--- src/design/uart_pkg.sv ---
`default_nettype none

package uart_pkg;

    // ============================================================
    // Line configuration
    // ============================================================

    // Parity mode as driven on parity_sel
    typedef enum logic [1:0] {
        PARITY_NONE = 2'b00,
        PARITY_EVEN = 2'b01,
        PARITY_ODD  = 2'b10,
        PARITY_RSVD = 2'b11     // Treated as none
    } parity_e;

    // Baud selection as driven on baud_sel
    typedef enum logic [1:0] {
        BAUD_9600   = 2'b00,
        BAUD_19200  = 2'b01,
        BAUD_38400  = 2'b10,
        BAUD_115200 = 2'b11
    } baud_e;

    // ============================================================
    // Engine states
    // ============================================================
    typedef enum logic [2:0] {
        TX_IDLE, TX_START, TX_DATA, TX_PARITY, TX_STOP
    } tx_state_e;

    typedef enum logic [2:0] {
        RX_IDLE, RX_START, RX_DATA, RX_PARITY, RX_STOP
    } rx_state_e;

    // Baud ticks per serial bit
    localparam int OVERSAMPLE = 16;

    // Receive FIFO entry, flags above the byte
    typedef struct packed {
        logic       frame_err;  // Stop bit sampled low
        logic       parity_err; // Parity bit mismatch
        logic [7:0] data;
    } rx_entry_t;

    localparam int RX_ENTRY_W = $bits(rx_entry_t); // 10 bits

endpackage

`default_nettype wire

--- src/design/uart_fifo_if.sv ---
`timescale 1ns/1ps
`default_nettype none

// One FIFO, one writer, one reader
interface uart_fifo_if #(
    parameter int DATA_WIDTH = 8
);
    logic                  push;   // Ignored while full
    logic [DATA_WIDTH-1:0] wdata;
    logic                  full;
    logic                  pop;    // Ignored while empty
    logic [DATA_WIDTH-1:0] rdata;  // Oldest entry, no latency
    logic                  empty;

    modport writer (output push, output wdata, input full);
    modport reader (output pop, input rdata, input empty);

    // Storage side
    modport store (
        input  push, input  wdata, input  pop,
        output full, output rdata, output empty
    );
endinterface

`default_nettype wire

--- src/design/uart_baud_gen.sv ---
`timescale 1ns/1ps
`default_nettype none

module uart_baud_gen #(
    parameter int CLK_FREQ = 18_432_000
) (
    input  wire                 clk,
    input  wire                 rst_n,
    input  wire uart_pkg::baud_e baud_sel,
    output logic                baud_tick
);

    // Clocks per oversample tick, fixed at elaboration
    localparam int DIV_9600   = CLK_FREQ / (uart_pkg::OVERSAMPLE * 9600);
    localparam int DIV_19200  = CLK_FREQ / (uart_pkg::OVERSAMPLE * 19200);
    localparam int DIV_38400  = CLK_FREQ / (uart_pkg::OVERSAMPLE * 38400);
    localparam int DIV_115200 = CLK_FREQ / (uart_pkg::OVERSAMPLE * 115200);
    localparam int CNT_W      = $clog2(DIV_9600 + 1);   // Slowest rate sets width

    logic [CNT_W-1:0] reload;   // Divisor minus one
    logic [CNT_W-1:0] cnt;
    uart_pkg::baud_e  sel_q;    // Last seen selection

    always_comb begin
        case (baud_sel)
            uart_pkg::BAUD_9600:  reload = CNT_W'(DIV_9600 - 1);
            uart_pkg::BAUD_19200: reload = CNT_W'(DIV_19200 - 1);
            uart_pkg::BAUD_38400: reload = CNT_W'(DIV_38400 - 1);
            default:              reload = CNT_W'(DIV_115200 - 1);
        endcase
    end

    // Down counter, tick on wrap
    always_ff @(posedge clk or negedge rst_n) begin
        if (!rst_n) begin
            sel_q     <= uart_pkg::BAUD_9600;
            cnt       <= CNT_W'(DIV_9600 - 1);
            baud_tick <= 1'b0;
        end else begin
            sel_q <= baud_sel;
            if (baud_sel != sel_q) begin
                cnt       <= reload;        // Restart, full first period
                baud_tick <= 1'b0;
            end else if (cnt == '0) begin
                cnt       <= reload;
                baud_tick <= 1'b1;
            end else begin
                cnt       <= cnt - 1'b1;
                baud_tick <= 1'b0;
            end
        end
    end

endmodule

`default_nettype wire

--- src/design/uart_fifo.sv ---
`timescale 1ns/1ps
`default_nettype none

module uart_fifo #(
    parameter int DATA_WIDTH = 8,
    parameter int DEPTH      = 16
) (
    input  wire         clk,
    input  wire         rst_n,
    uart_fifo_if.store  port
);

    localparam int ADDR_W = (DEPTH > 1) ? $clog2(DEPTH) : 1;
    localparam int CNT_W  = $clog2(DEPTH + 1);

    logic [DATA_WIDTH-1:0] mem [DEPTH];
    logic [ADDR_W-1:0]     wr_ptr;
    logic [ADDR_W-1:0]     rd_ptr;
    logic [CNT_W-1:0]      count;      // Occupancy
    logic                  do_push;
    logic                  do_pop;

    // Pointer step with wrap for any depth
    function automatic logic [ADDR_W-1:0] next_ptr(input logic [ADDR_W-1:0] p);
        return (p == ADDR_W'(DEPTH - 1)) ? '0 : p + 1'b1;
    endfunction

    assign do_push = port.push && !port.full;   // Drop when full
    assign do_pop  = port.pop && !port.empty;   // Drop when empty

    // Flags straight from the count
    assign port.full  = (count == CNT_W'(DEPTH));
    assign port.empty = (count == '0);
    assign port.rdata = mem[rd_ptr];            // Head always visible

    // ============================================================
    // Storage
    // ============================================================
    always_ff @(posedge clk) begin
        if (do_push) begin
            mem[wr_ptr] <= port.wdata;
        end
    end

    // ============================================================
    // Pointers and count
    // ============================================================
    always_ff @(posedge clk or negedge rst_n) begin
        if (!rst_n) begin
            wr_ptr <= '0;
            rd_ptr <= '0;
            count  <= '0;
        end else begin
            if (do_push) begin
                wr_ptr <= next_ptr(wr_ptr);
            end
            if (do_pop) begin
                rd_ptr <= next_ptr(rd_ptr);
            end
            case ({do_push, do_pop})
                2'b10:   count <= count + 1'b1;
                2'b01:   count <= count - 1'b1;
                default: count <= count;        // Idle or both at once
            endcase
        end
    end

endmodule

`default_nettype wire

--- src/design/uart_tx.sv ---
`timescale 1ns/1ps
`default_nettype none

module uart_tx (
    input  wire                   clk,
    input  wire                   rst_n,
    input  wire                   baud_tick,
    input  wire uart_pkg::parity_e parity,
    uart_fifo_if.reader           fifo,
    output logic                  txd,
    output logic                  busy,
    output logic                  done
);

    localparam int TICK_W = $clog2(uart_pkg::OVERSAMPLE);
    localparam logic [TICK_W-1:0] LAST_TICK = TICK_W'(uart_pkg::OVERSAMPLE - 1);

    uart_pkg::tx_state_e state;
    logic [TICK_W-1:0]   tick_cnt;   // Ticks into current bit
    logic [2:0]          bit_idx;    // Data bit on the line
    logic [7:0]          shreg;      // Current bit at [0]
    logic                par_acc;    // Running parity
    uart_pkg::parity_e   mode_q;     // Mode held for the frame
    logic                bit_end;
    logic                has_parity;

    assign bit_end    = baud_tick && (tick_cnt == LAST_TICK);
    assign has_parity = (mode_q == uart_pkg::PARITY_EVEN) || (mode_q == uart_pkg::PARITY_ODD);

    // Start only on a tick so every bit is 16 whole ticks
    assign fifo.pop = (state == uart_pkg::TX_IDLE) && baud_tick && !fifo.empty;
    assign busy     = (state != uart_pkg::TX_IDLE);

    // ============================================================
    // Frame sequencing
    // ============================================================
    always_ff @(posedge clk or negedge rst_n) begin
        if (!rst_n) begin
            state    <= uart_pkg::TX_IDLE;
            tick_cnt <= '0;
            bit_idx  <= '0;
            txd      <= 1'b1;               // Line idles high
            done     <= 1'b0;
        end else begin
            done <= 1'b0;
            if (baud_tick && state != uart_pkg::TX_IDLE) begin
                tick_cnt <= bit_end ? '0 : tick_cnt + 1'b1;
            end
            case (state)
                uart_pkg::TX_IDLE: if (fifo.pop) begin
                    state    <= uart_pkg::TX_START;
                    tick_cnt <= '0;
                    bit_idx  <= '0;
                    txd      <= 1'b0;       // Start bit
                end
                uart_pkg::TX_START: if (bit_end) begin
                    state <= uart_pkg::TX_DATA;
                    txd   <= shreg[0];      // LSB first
                end
                uart_pkg::TX_DATA: if (bit_end) begin
                    if (bit_idx == 3'd7) begin
                        if (has_parity) begin
                            state <= uart_pkg::TX_PARITY;
                            txd   <= par_acc ^ shreg[0];
                        end else begin
                            state <= uart_pkg::TX_STOP;
                            txd   <= 1'b1;
                        end
                    end else begin
                        bit_idx <= bit_idx + 1'b1;
                        txd     <= shreg[1];    // Next bit before shift lands
                    end
                end
                uart_pkg::TX_PARITY: if (bit_end) begin
                    state <= uart_pkg::TX_STOP;
                    txd   <= 1'b1;
                end
                uart_pkg::TX_STOP: if (bit_end) begin
                    state <= uart_pkg::TX_IDLE;
                    done  <= 1'b1;          // End of stop bit
                end
                default: state <= uart_pkg::TX_IDLE;
            endcase
        end
    end

    // Byte, mode and parity
    always_ff @(posedge clk) begin
        if (fifo.pop) begin
            shreg   <= fifo.rdata;
            mode_q  <= parity;
            par_acc <= (parity == uart_pkg::PARITY_ODD); // Odd starts at one
        end else if (state == uart_pkg::TX_DATA && bit_end) begin
            par_acc <= par_acc ^ shreg[0];
            shreg   <= shreg >> 1;
        end
    end

endmodule

`default_nettype wire

--- src/design/uart_rx.sv ---
`timescale 1ns/1ps
`default_nettype none

module uart_rx (
    input  wire                   clk,
    input  wire                   rst_n,
    input  wire                   baud_tick,
    input  wire                   rxd,
    input  wire uart_pkg::parity_e parity,
    uart_fifo_if.writer           fifo,
    output logic                  overrun
);

    localparam int TICK_W = $clog2(uart_pkg::OVERSAMPLE);
    localparam logic [TICK_W-1:0] HALF_TICK = TICK_W'(uart_pkg::OVERSAMPLE / 2 - 1);
    localparam logic [TICK_W-1:0] LAST_TICK = TICK_W'(uart_pkg::OVERSAMPLE - 1);

    uart_pkg::rx_state_e state;
    logic [TICK_W-1:0]   tick_cnt;
    logic [2:0]          bit_idx;
    logic                rxd_meta;   // First synchroniser stage
    logic                rxd_sync;   // Safe to use
    logic                rxd_prev;   // For edge detect
    logic [7:0]          shreg;
    logic                perr;
    uart_pkg::parity_e   mode_q;
    logic                start_mid;  // Middle of start bit
    logic                sample;     // Middle of a later bit
    logic                stop_sample;
    logic                has_parity;
    uart_pkg::rx_entry_t entry;

    assign start_mid   = baud_tick && (tick_cnt == HALF_TICK);
    assign sample      = baud_tick && (tick_cnt == LAST_TICK);
    assign stop_sample = (state == uart_pkg::RX_STOP) && sample;
    assign has_parity  = (mode_q == uart_pkg::PARITY_EVEN) || (mode_q == uart_pkg::PARITY_ODD);

    // Entry goes out at mid stop bit
    assign entry.data       = shreg;
    assign entry.parity_err = perr;
    assign entry.frame_err  = !rxd_sync;
    assign fifo.wdata       = entry;
    assign fifo.push        = stop_sample && !fifo.full;

    // ============================================================
    // Input synchroniser
    // ============================================================
    always_ff @(posedge clk or negedge rst_n) begin
        if (!rst_n) begin
            rxd_meta <= 1'b1;
            rxd_sync <= 1'b1;
            rxd_prev <= 1'b1;
        end else begin
            rxd_meta <= rxd;
            rxd_sync <= rxd_meta;
            rxd_prev <= rxd_sync;
        end
    end

    // ============================================================
    // Frame sequencing
    // ============================================================
    always_ff @(posedge clk or negedge rst_n) begin
        if (!rst_n) begin
            state    <= uart_pkg::RX_IDLE;
            tick_cnt <= '0;
            bit_idx  <= '0;
            overrun  <= 1'b0;
        end else begin
            overrun <= stop_sample && fifo.full;    // Frame dropped
            if (baud_tick) begin
                tick_cnt <= tick_cnt + 1'b1;
            end
            case (state)
                uart_pkg::RX_IDLE: if (rxd_prev && !rxd_sync) begin
                    state    <= uart_pkg::RX_START; // Falling edge only
                    tick_cnt <= '0;
                end
                uart_pkg::RX_START: if (start_mid) begin
                    tick_cnt <= '0;
                    bit_idx  <= '0;
                    state    <= rxd_sync ? uart_pkg::RX_IDLE : uart_pkg::RX_DATA; // Glitch
                end
                uart_pkg::RX_DATA: if (sample) begin
                    if (bit_idx == 3'd7) begin
                        state <= has_parity ? uart_pkg::RX_PARITY : uart_pkg::RX_STOP;
                    end else begin
                        bit_idx <= bit_idx + 1'b1;
                    end
                end
                uart_pkg::RX_PARITY: if (sample) state <= uart_pkg::RX_STOP;
                uart_pkg::RX_STOP:   if (sample) state <= uart_pkg::RX_IDLE;
                default: state <= uart_pkg::RX_IDLE;
            endcase
        end
    end

    // Samples, mode and parity check
    always_ff @(posedge clk) begin
        if (state == uart_pkg::RX_IDLE) begin
            mode_q <= parity;
            perr   <= 1'b0;
        end
        if (state == uart_pkg::RX_DATA && sample) begin
            shreg <= {rxd_sync, shreg[7:1]};    // LSB arrives first
        end
        if (state == uart_pkg::RX_PARITY && sample) begin
            perr <= rxd_sync != ((^shreg) ^ (mode_q == uart_pkg::PARITY_ODD));
        end
    end

endmodule

`default_nettype wire

--- src/design/uart_core.sv ---
`timescale 1ns/1ps
`default_nettype none

module uart_core #(
    parameter int CLK_FREQ   = 18_432_000,
    parameter int FIFO_DEPTH = 16
) (
    input  wire        clk,
    input  wire        rst_n,
    // Host transmit side
    input  wire  [7:0] tx_data,
    input  wire        tx_en,
    output logic       tx_full,
    output logic       txd,
    output logic       tx_busy,
    output logic       tx_done,
    // Host receive side
    input  wire        rxd,
    output logic [7:0] rx_data,
    output logic       rx_error,
    output logic       rx_ready,
    input  wire        rx_rd,
    output logic       rx_overrun,
    // Line setup
    input  wire  [1:0] parity_sel,
    input  wire  [1:0] baud_sel
);

    uart_pkg::parity_e   parity;
    uart_pkg::baud_e     baud;
    logic                baud_tick;
    uart_pkg::rx_entry_t rx_head;

    assign parity = uart_pkg::parity_e'(parity_sel);
    assign baud   = uart_pkg::baud_e'(baud_sel);

    uart_fifo_if #(.DATA_WIDTH(8))                   tx_q ();
    uart_fifo_if #(.DATA_WIDTH(uart_pkg::RX_ENTRY_W)) rx_q ();

    // ============================================================
    // Host strobes
    // ============================================================
    assign tx_q.push  = tx_en;
    assign tx_q.wdata = tx_data;
    assign tx_full    = tx_q.full;

    assign rx_q.pop = rx_rd;
    assign rx_head  = rx_q.rdata;
    assign rx_ready = !rx_q.empty;
    assign rx_data  = rx_head.data;
    assign rx_error = rx_ready && (rx_head.parity_err || rx_head.frame_err); // Valid head only

    // ============================================================
    // Blocks
    // ============================================================
    uart_baud_gen #(.CLK_FREQ(CLK_FREQ)) u_baud (
        .clk, .rst_n, .baud_sel(baud), .baud_tick
    );

    uart_fifo #(.DATA_WIDTH(8), .DEPTH(FIFO_DEPTH)) u_tx_fifo (
        .clk, .rst_n, .port(tx_q)
    );

    uart_fifo #(.DATA_WIDTH(uart_pkg::RX_ENTRY_W), .DEPTH(FIFO_DEPTH)) u_rx_fifo (
        .clk, .rst_n, .port(rx_q)
    );

    uart_tx u_tx (
        .clk, .rst_n, .baud_tick, .parity, .fifo(tx_q),
        .txd, .busy(tx_busy), .done(tx_done)
    );

    uart_rx u_rx (
        .clk, .rst_n, .baud_tick, .rxd, .parity, .fifo(rx_q),
        .overrun(rx_overrun)
    );

endmodule

`default_nettype wire

--- config.mk ---
export PLATFORM = sky130hd
export DESIGN_NAME = uart_core
export DESIGN_NICKNAME = d
export VERILOG_FILES = /design/src/design/uart_pkg.sv /design/src/design/uart_fifo_if.sv /design/src/design/uart_baud_gen.sv /design/src/design/uart_fifo.sv /design/src/design/uart_tx.sv /design/src/design/uart_rx.sv /design/src/design/uart_core.sv
export SDC_FILE = /design/constraint.sdc
export NUM_CORES = 1
export LEC_CHECK = 0
export ABC_CLOCK_PERIOD_IN_PS = 3050
export BUFFER_PORTS_ARGS = -buffer_cell sky130_fd_sc_hd__buf_2
export CORE_MARGIN = 2
export CORE_UTILIZATION = 50
export CTS_BUF_LIST = sky130_fd_sc_hd__clkbuf_4
export DETAILED_ROUTE_END_ITERATION = 12
export GPL_TIMING_DRIVEN = 0
export PLACE_DENSITY = 0.66
export SLEW_MARGIN = 10
export SYNTH_ARGS = -nofsm -noshare
export SYNTH_HDL_FRONTEND = slang
export SYNTH_SLANG_ARGS = --single-unit
--- constraint.sdc ---
create_clock -name clk -period 3.05 [get_ports clk]
set_input_delay 0.915 -clock clk [delete_from_list [all_inputs] [get_ports clk]]
set_output_delay 0.915 -clock clk [all_outputs]
set_load 0.02 [all_outputs]
==> results of run 1 <==
[cell usage in the layout, fill, tap and decap left out, types with 12 or more instances in the layout]
cell type and instances:
edfxtp_1 310, clkbuf_4 151, mux4_2 64, nor2_1 57, dfrtp_1 52, buf_2 45
nand2_1 40, mux2i_1 29, o21ai_0 27, xnor2_1 26, ha_1 25, inv_1 24
a21oi_1 24, buf_4 17, nor3_1 16, clkinv_1 13, clkbuf_1 12
[timing repair]
action / 4_1_cts / 5_1_grt
cloned: 0 / 2
pin swaps: 2 / 11
setup buffers: 4 / 2
hold buffers: 0 / 0
gates resized for setup: 41 / 20
setup endpoints to repair: 40 / 18
[sequential cells by signal, summed over array words and instances, names as in the netlist, 4 cells and up]
signal and flops:
u_rx_fifo.rd_ptr 4, u_rx_fifo.mem 160, u_tx_fifo.rd_ptr 4, u_tx.shreg 8
u_tx_fifo.count 5, u_rx_fifo.wr_ptr 4, u_tx.tick_cnt 4, u_rx_fifo.count 5
u_tx_fifo.wr_ptr 4, u_baud.cnt 7, u_tx_fifo.mem 128, u_rx.shreg 8
u_rx.tick_cnt 4
[power by group]
part	switching, mW	internal [mW]	total (mW)
Clock	1.95	2.21	4.15
Combinational	1.72	1.51	3.23
Sequential	0.214	5.83	6.05
Total	3.88	9.55	13.4
[worst max-delay path, cell delays in order, from the launching register on]
cell	delay, ns
dfrtp_1	0.39
buf_8	0.17
clkbuf_16	0.17
buf_12	0.15
nor3_4	0.17
nor2_1	0.07
nor3_1	0.16
o2111ai_1	0.17
o211a_1	0.29
buf_6	0.15
[cell type report]
| cell class | instances | area [um^2] | area share, % |
|---|---|---|---|
| well taps | 396 | 495 | 2.77 |
| repair buffers | 48 | 380 | 2.13 |
| inverters | 27 | 104 | 0.581 |
| multi-input cells | 479 | 4520 | 25.3 |
| plain buffers | 44 | 297 | 1.66 |
| clock inverters | 18 | 88.8 | 0.497 |
| flip-flops and latches | 372 | 10900 | 60.8 |
| diodes | 4 | 10.0 | 0.0560 |
| clock buffers | 149 | 1120 | 6.25 |
[path summary, 6_finish.rpt]
check,from,end,slack (ns),cells after the start
worst max-delay path,u_rx_fifo.rd_ptr[0]$_DFFE_PN0P_,rx_error,-0.50,9
worst min-delay path,rst_n,u_tx_fifo.wr_ptr[0]$_DFFE_PN0P_,0.08,1
worst max register to register,u_tx_fifo.count[3]$_DFFE_PN0P_,u_tx_fifo.count[4]$_DFFE_PN0P_,0.28,12
worst min register to register,u_rx.rxd_meta$_DFF_PN1_,u_rx.rxd_sync$_DFF_PN1_,0.34,0
max in group asynchronous,rst_n,u_rx.rxd_meta$_DFF_PN1_,2.39,2
min in group clk,rxd,u_rx.rxd_meta$_DFF_PN1_,0.30,1
[cells by family after synthesis]
group | after synthesis | share of synthesized area [%]
flops | 372 | 70.2
mux | 105 | 12.0
xor+xnor | 37 | 2.09
buf+inv | 72 | 2.27
simple gates | 203 | 6.53
compound gates | 107 | 4.63
fa+ha+maj | 27 | 2.23
[metal layers]
metal,vias up,wire length [um],share of wire (%),GRT usage (%)
li1,3938,-,-,-
met1,4208,12900,43,24.3
met2,185,15300,51,31.8
met3,39,1250,4.2,4.48
met4,0,399,1.3,5.72
met5,-,0,0,0
[through the flow]
step	setup TNS [ns]	util (%)	total power, mW	worst slack, ns
after floorplan	0	-	8.11	0.208
final	-4.15	58.6	13.4	-0.500
after global routing	-5.37	58.6	14.2	-0.625
after CTS	-4.78	58.1	13.4	-0.565
after detailed placement	-1.46	53.4	8.91	-0.155
after global placement	-32.44	52.9	8.84	-0.643
==> metrics.yaml, run 1 <==
logic_synthesis:
  synthArstFlopShare_pct: 16.7
  synth_most_common_cell: "edfxtp_1"
  ys_types: 64
  synth_ff_type: "edfxtp_1"
  synthCells: 923
  ys_seq_area_share_pct: 70.2
  synth_area_um2: 15500
  synth_edf_count: 310
  yosysTopAreaCellShare_pct: 60.1
  ys_top_cells_by_count: "edfxtp_1, mux4_2, nor2_1, dfrtp_1, nand2_1"
  synth_area_leaders: "edfxtp_1, mux4_2, dfrtp_1, mux2i_1, ha_1"
  yosysTopAreaCell: "edfxtp_1"
  syn_avg_cell_area_um2: 16.8
  ys_ff_latch: 372
  syn_nets: 967
  synth_warnings: 0
clock_network:
  cts-root-buf: "clkbuf_4"
  cts_sinks: 372
  clk_latency_ns: 0.73
  cts_tree: "yes"
  cts_buffers: 97
  clockBufferDepth: 3
  clk_pin_slew_ns: 0.06
  cts_max_level: 3
critical_path:
  worstSetupPathType: "reg -> out"
  crit_required_ns: 2.13
  critPathCaptureType: "output pin"
  startpoint_type: "flop"
  arrival_ns: 2.64
  crit_path_max_fanout: 10
place:
  gp_congestion: 0.775
  dpl.hpwl_mm: 19.4
  post-place-cells: 1359
  port_buffers: 31
  dpl_cell_area_um2: 16300
route:
  drt_iter0_markers: 515
  vias: 8370
  ant_nets: 0
  via_per_inst: 5.45
  routedWlPerCell_um: 19.4
  dr.pass1.iters: 4
  drcViolationCount: 0
  wirelength_mm: 29.8
sta:
  worstMarginPinSlew_ns: 1.13
  hold_violations: 0
  setup_viol: 9
  maxSlewViolCount: 0
  fin_crit_sh_pct: 116
  rsz0062_at_grt: "true"
  timing.fmax_ghz: 0.282
  post-route-min-period_ns: 3.55
  fin_skew_ns: 0.0491
  relSlewSlack_pct: 24.5
  fin_ws_ns: -0.500
  holdWs_ns: 0.0807
floorplanning:
  die_w_um: 180
  rows: 64
  dieArea_um2: 32400
  io_pins: 32
  die_h_um: 180
  fp.coreArea_um2: 30500
  start_util_pct: 50.8
finish:
  fin_cells: 1537
  syn2layout_area_growth_pct: 15.5
  fillers: 2364
  drive_gt1_share_pct: 32.8
  nets: 1113
  final_cell_area_um2: 17900
global_routing:
  antenna_found_initial: 2
  grt-ovfl-total: 0
  grt_use_total_pct: 18.8
  grt_pass1_wl_mm: 47.5
  grt_pass1_vias: 8719
  grt_max_degree: 43
status:
  outcome: "complete, but fails checks"
  violations: "negative setup slack"
power_and_ir_drop:
  leakage_nw: 6.31
  power_density_nw_per_um2: 751
  peakVddDrop_uv: 405
hold_path:
  min_path_type: "in -> async"
run:
  drv_cap: 0
Note: power is estimated with default switching activity, not from simulation.
==> run 2, diff against run 1 <==
--- a/config.mk
+++ b/config.mk
@@ -10,9 +10,11 @@
 export CORE_MARGIN = 2
 export CORE_UTILIZATION = 50
 export CTS_BUF_LIST = sky130_fd_sc_hd__clkbuf_4
+export CTS_CLUSTER_DIAMETER = 120
 export DETAILED_ROUTE_END_ITERATION = 12
 export GPL_TIMING_DRIVEN = 0
 export PLACE_DENSITY = 0.66
+export SKIP_LAST_GASP = 1
 export SLEW_MARGIN = 10
 export SYNTH_ARGS = -nofsm -noshare
 export SYNTH_HDL_FRONTEND = slang
==> run 2 against run 1 <==
Compared with the run above:
- the flow still finishes with violations (negative setup slack)
- clock skew up 0.00089 ns
- combinational power about the same
- die area unchanged
- first-iteration DRC count down 1.4%
- total power up 0.19%
- final area about the same
- via count about the same
- cell count unchanged
- worst setup slack worse by 0.0082 ns
- non-clock buffer count unchanged
- flip-flop and latch count unchanged
- sequential power about the same
==> metrics.yaml, run 2 (synthesis results as in run 1) <==
critical_path:
  cp_slowest_stage_delay_ns: 0.53
  arrival_ns: 2.64
  worst_path_max_delay_cell: "mux4_2"
  crit_required_ns: 2.13
  worstSetupPathType: "reg -> out"
  cpMostUsedCell: "clkbuf_16"
  crit_path_max_fanout: 8
  startpoint_type: "flop"
  r2r_start: "u_tx_fifo.count[3]$_DFFE_PN0P_"
  reg2reg_depth: 11
  r2r_setup_slack_ns: 0.28
  cp_top_family: "multiplexers"
  worstPathCellList: "buf_12 > clkbuf_16 > clkbuf_16 > mux4_2 > mux2i_4 > a21oi_2 > buf_2"
  cp_num_buf_inv: 4
  critPathCaptureType: "output pin"
  r2r_end: "u_tx_fifo.count[4]$_DFFE_PN0P_"
clock_network:
  cts_max_level: 3
  clk_pin_slew_ns: 0.06
  cts_buffers: 97
  cts_sinks: 372
  clockBufferDepth: 3
  cts-root-buf: "clkbuf_4"
  cts_tree: "yes"
  clk_latency_ns: 0.74
  holdBufCountCts: 0
global_routing:
  met3_usage_pct: 4.48
  use_met2_pct: 31.8
  top_usage_layer: "met2"
  grt_use_total_pct: 18.8
  grt_pass1_wl_mm: 47.5
  met1_usage_pct: 24.4
  grt_pass1_vias: 8723
  grt-ovfl-total: 0
  grt_max_degree: 43
  antenna_found_initial: 2
finish:
  layout_common_cells: "edfxtp_1, clkbuf_4, mux4_2"
  layout.cells.most_common: "edfxtp_1"
  syn2layout_area_growth_pct: 15.6
  largest_reg_flops: 160
  drive_gt1_share_pct: 32.8
  regMostFlops: "u_rx_fifo.mem"
  largestRegisters: "u_rx_fifo.mem (160), u_tx_fifo.mem (128)"
  nets: 1113
power_and_ir_drop:
  leakage_nw: 6.31
  peakVddDrop_uv: 404
  power_density_nw_per_um2: 752
status:
  outcome: "complete, but fails checks"
  violations: "negative setup slack"
place:
  port_buffers: 31
  gp_congestion: 0.775
  place_ws_ns: -0.155
  dpl.hpwl_mm: 19.4
sta:
  maxSlewViolCount: 0
  setup_viol: 9
  hold_violations: 0
  holdWs_ns: 0.0782
  relSlewSlack_pct: 21.8
  timing.fmax_ghz: 0.281
  fin_skew_ns: 0.0500
  fin_crit_sh_pct: 117
  post-route-min-period_ns: 3.56
  worstMarginPinSlew_ns: 1.17
  fin_ws_ns: -0.508
  rsz0062_at_grt: "true"
floorplanning:
  die_h_um: 180
  die_w_um: 180
  io_pins: 32
  fp.coreArea_um2: 30500
  dieArea_um2: 32400
  start_util_pct: 50.8
  rows: 64
route:
  via_per_inst: 5.44
  dr.pass1.iters: 5
  wirelength_mm: 29.9
  drcViolationCount: 0
  drt_iter0_markers: 508
  ant_nets: 0
  vias: 8365
  routedWlPerCell_um: 19.5
hold_path:
  min_path_type: "in -> async"
run:
  drv_cap: 0
-- run 2: cell type report --
cell class	instances	area [um^2]
Fill cell	2365	12600
Antenna cell	4	10.0
Tap cell	396	495
Clock buffer	149	1120
Inverter	27	104
Sequential cell	372	10900
Buffer	44	302
Multi-Input combinational cell	479	4530
Timing Repair Buffer	48	379
Clock inverter	18	88.8
-- run 2: repair_timing --
item,4_1_cts,5_1_grt
pin swaps,2,12
buffers inserted,4,2
gates resized for setup,38,25
cloned,0,2
setup endpoints to repair,40,28
-- run 2: power breakdown --
part | total, mW | internal (mW) | leakage (nW) | switching, mW
registers | 6.05 | 5.83 | 3.57 | 0.218
logic | 3.25 | 1.51 | 2.02 | 1.74
clock network | 4.16 | 2.21 | 0.715 | 1.95
-- run 2: how the worst max path moves through the flow --
stage,start,to,slack (ns),cells after the start
2_1_floorplan,tx_en,u_tx_fifo.count[4]$_DFFE_PN0P_,0.21,10
3_3_place_gp,u_rx.tick_cnt[0]$_DFF_PN0_,u_rx_fifo.mem[3][3]$_DFFE_PP_,-0.64,5
3_5_place_dp,u_rx_fifo.rd_ptr[1]$_DFFE_PN0P_,rx_data[6],-0.16,6
4_1_cts,u_rx_fifo.rd_ptr[0]$_DFFE_PN0P_,rx_error,-0.56,6
5_1_grt,u_rx_fifo.rd_ptr[0]$_DFFE_PN0P_,rx_data[6],-0.62,7
6_report,u_rx_fifo.rd_ptr[0]$_DFFE_PN0P_,rx_data[6],-0.51,7
-- run 2: routing by layer --
layer,part of all wire [%],vias to the layer above
met4,1.3,0
met5,0,-
met2,52,176
met3,4.0,38
li1,-,3939
met1,43,4212
-- run 2: stage by stage --
| stage | instances | setup TNS, ns | total power, mW | util [%] | instance area [um^2] |
|---|---|---|---|---|---|
| floorplan | 923 | 0 | 8.11 | - | 15500 |
| global placement | 1350 | -32.44 | 8.84 | 52.9 | 16100 |
| detailed placement | 1359 | -1.46 | 8.91 | 53.4 | 16300 |
| CTS | 1529 | -4.94 | 13.4 | 58.0 | 17700 |
| global route | 1537 | -5.43 | 14.2 | 58.7 | 17900 |
| finish | 1537 | -4.18 | 13.5 | 58.7 | 17900 |
==> run 3, diff against run 2 <==
--- a/config.mk
+++ b/config.mk
@@ -7,6 +7,7 @@
 export LEC_CHECK = 0
 export ABC_CLOCK_PERIOD_IN_PS = 3050
 export BUFFER_PORTS_ARGS = -buffer_cell sky130_fd_sc_hd__buf_2
+export CORE_ASPECT_RATIO = 0.8
 export CORE_MARGIN = 2
 export CORE_UTILIZATION = 50
 export CTS_BUF_LIST = sky130_fd_sc_hd__clkbuf_4
@@ -14,8 +15,9 @@
 export DETAILED_ROUTE_END_ITERATION = 12
 export GPL_TIMING_DRIVEN = 0
 export PLACE_DENSITY = 0.66
+export SETUP_SLACK_MARGIN = 0.05
 export SKIP_LAST_GASP = 1
-export SLEW_MARGIN = 10
+export SLEW_MARGIN = 20
 export SYNTH_ARGS = -nofsm -noshare
 export SYNTH_HDL_FRONTEND = slang
 export SYNTH_SLANG_ARGS = --single-unit
==> run 3 against run 2 <==
Compared with the run above:
- the run still ends with negative setup slack left
- via count up 3.6%
- maximum frequency is 0.73% higher
- core utilization up 0.59 points
- non-clock buffer count up 8
- die area barely moved
- clock skew down 0.0036 ns
- total power is 2.1% higher
- sequential power barely moved
- first-iteration DRC count is 36% higher
- flip-flop and latch count did not move
- critical path depth did not move
- cell count grew 1.4%
- largest power group unchanged
==> metrics.yaml, run 3 (synthesis results as in run 1) <==
status:
  outcome: "complete, but fails checks"
  violations: "negative setup slack"
sta:
  post-route-min-period_ns: 3.53
  rsz0062_at_grt: "true"
  setup_viol: 9
  holdWs_ns: 0.306
  timing.fmax_ghz: 0.283
  fin_skew_ns: 0.0464
  fin_ws_ns: -0.483
  maxSlewViolCount: 0
  fin_crit_sh_pct: 116
  relSlewSlack_pct: 39.3
  worstMarginPinSlew_ns: 0.904
  hold_violations: 0
route:
  ant_nets: 0
  drcViolationCount: 0
  routedWlPerCell_um: 20.2
  dr.pass1.iters: 5
  wirelength_mm: 31.4
  via_per_inst: 5.56
  vias: 8664
  drt_iter0_markers: 693
critical_path:
  startpoint_type: "flop"
  crit_path_max_fanout: 6
  crit_required_ns: 2.13
  critPathCaptureType: "output pin"
  startpoint: "u_rx_fifo.rd_ptr[0]$_DFFE_PN0P_"
  endpoint: "rx_data[7]"
  r2r_start: "u_tx_fifo.count[3]$_DFFE_PN0P_"
  r2r_end: "u_tx_fifo.count[4]$_DFFE_PN0P_"
  arrival_ns: 2.62
  r2r_setup_slack_ns: 0.24
  worstSetupPathType: "reg -> out"
  reg2reg_depth: 12
clock_network:
  cts_max_level: 3
  cts_buffers: 93
  cts_sinks: 372
  clockBufferDepth: 3
  clk_latency_ns: 0.76
  clk_pin_slew_ns: 0.07
  cts_tree: "yes"
  cts-root-buf: "clkbuf_4"
power_and_ir_drop:
  power_density_nw_per_um2: 762
  peakVddDrop_uv: 264
  power_mw: 13.7
  leakage_nw: 6.40
finish:
  regMostFlops: "u_rx_fifo.mem"
  layout_common_cells: "edfxtp_1, clkbuf_4, mux4_2"
  nets: 1117
  final_cell_area_um2: 18000
  layout.cells.most_common: "edfxtp_1"
  largest_reg_flops: 160
  largestRegisters: "u_rx_fifo.mem (160), u_tx_fifo.mem (128)"
  fin_cells: 1558
  drive_gt1_share_pct: 33.5
  syn2layout_area_growth_pct: 16.5
floorplanning:
  start_util_pct: 50.9
  fp.coreArea_um2: 30500
  rows: 57
  io_pins: 32
  die_w_um: 201
  die_h_um: 161
  dieArea_um2: 32400
global_routing:
  grt_max_degree: 43
  grt-ovfl-total: 0
  grt_pass1_vias: 8726
  grt_use_total_pct: 19.9
  grt_pass1_wl_mm: 48.7
  antenna_found_initial: 2
place:
  dpl_cell_area_um2: 16300
  gp_congestion: 0.826
  place_ws_ns: -0.125
  port_buffers: 31
  dpl.hpwl_mm: 20.0
  post-place-cells: 1376
hold_path:
  min_path_type: "in -> reg"
run:
  drv_cap: 0
-- run 3: cell count changes in the layout (fill, tap and decap cells not counted), sizes merged --
cell / before / now
buf: 76 / 84
bufinv: 0 / 3
clkbuf: 165 / 161
clkinv: 15 / 12
clkinvlp: 3 / 2
diode: 4 / 3
dlygate4sd3: 0 / 1
inv: 27 / 28
-- run 3: metal layers --
layer,up-vias,wire [um],part of all wire (%),track usage (%)
li1,3933,-,-,-
met1,4372,14800,47,30.0
met2,305,13900,44,28.5
met3,54,2080,6.6,4.62
met4,0,624,2.0,7.34
met5,-,0,0,0
-- run 3: layout make-up --
class	count	area, um^2
clock buffers	146	1100
flip-flops and latches	372	10900
fillers	2307	12400
inverters	27	104
multi-input cells	479	4530
well taps	413	517
plain buffers	43	319
repair buffers	57	439
diodes	3	7.51
clock inverters	18	155
-- run 3: stage by stage --
step,TNS (ns),util (%)
2_1_floorplan,0,-
3_3_place_gp,-42.40,53.1
3_5_place_dp,-2.85,53.5
4_1_cts,-4.85,58.5
5_1_grt,-5.08,59.3
6_report,-3.94,59.3
-- run 3: power breakdown --
part / internal (mW) / switching (mW)
logic: 1.56 / 1.74
registers: 5.83 / 0.244
clock network: 2.41 / 1.96
-- run 3: what timing repair did --
action,CTS,global route
resized for setup,46,30
endpoints found under the hold margin,9,0
setup buffers,5,9
pin swaps,7,22
hold buffers,1,0
endpoints found under the setup margin,52,47
cloned,1,2
-- run 3: critical path, cell delays in order, from the launching register on --
cell and delay (ns):
dfrtp_2 0.42, buf_12 0.16, buf_12 0.15, mux4_2 0.50, nor2b_1 0.16, a211oi_2 0.18, a21oi_1 0.10, buf_4 0.21
-- run 3: worst min path at each step --
stage / from / to / slack (ns) / depth (start not counted)
floorplan: u_rx.rxd_meta$_DFF_PN1_ / u_rx.rxd_sync$_DFF_PN1_ / 0.35 / 0
finish: rxd / u_rx.rxd_meta$_DFF_PN1_ / 0.31 / 1
CTS: rxd / u_rx.rxd_meta$_DFF_PN1_ / 0.26 / 1
global placement: u_rx.rxd_meta$_DFF_PN1_ / u_rx.rxd_sync$_DFF_PN1_ / 0.35 / 0
detailed placement: u_rx.rxd_meta$_DFF_PN1_ / u_rx.rxd_sync$_DFF_PN1_ / 0.35 / 0
global route: rxd / u_rx.rxd_meta$_DFF_PN1_ / 0.23 / 1
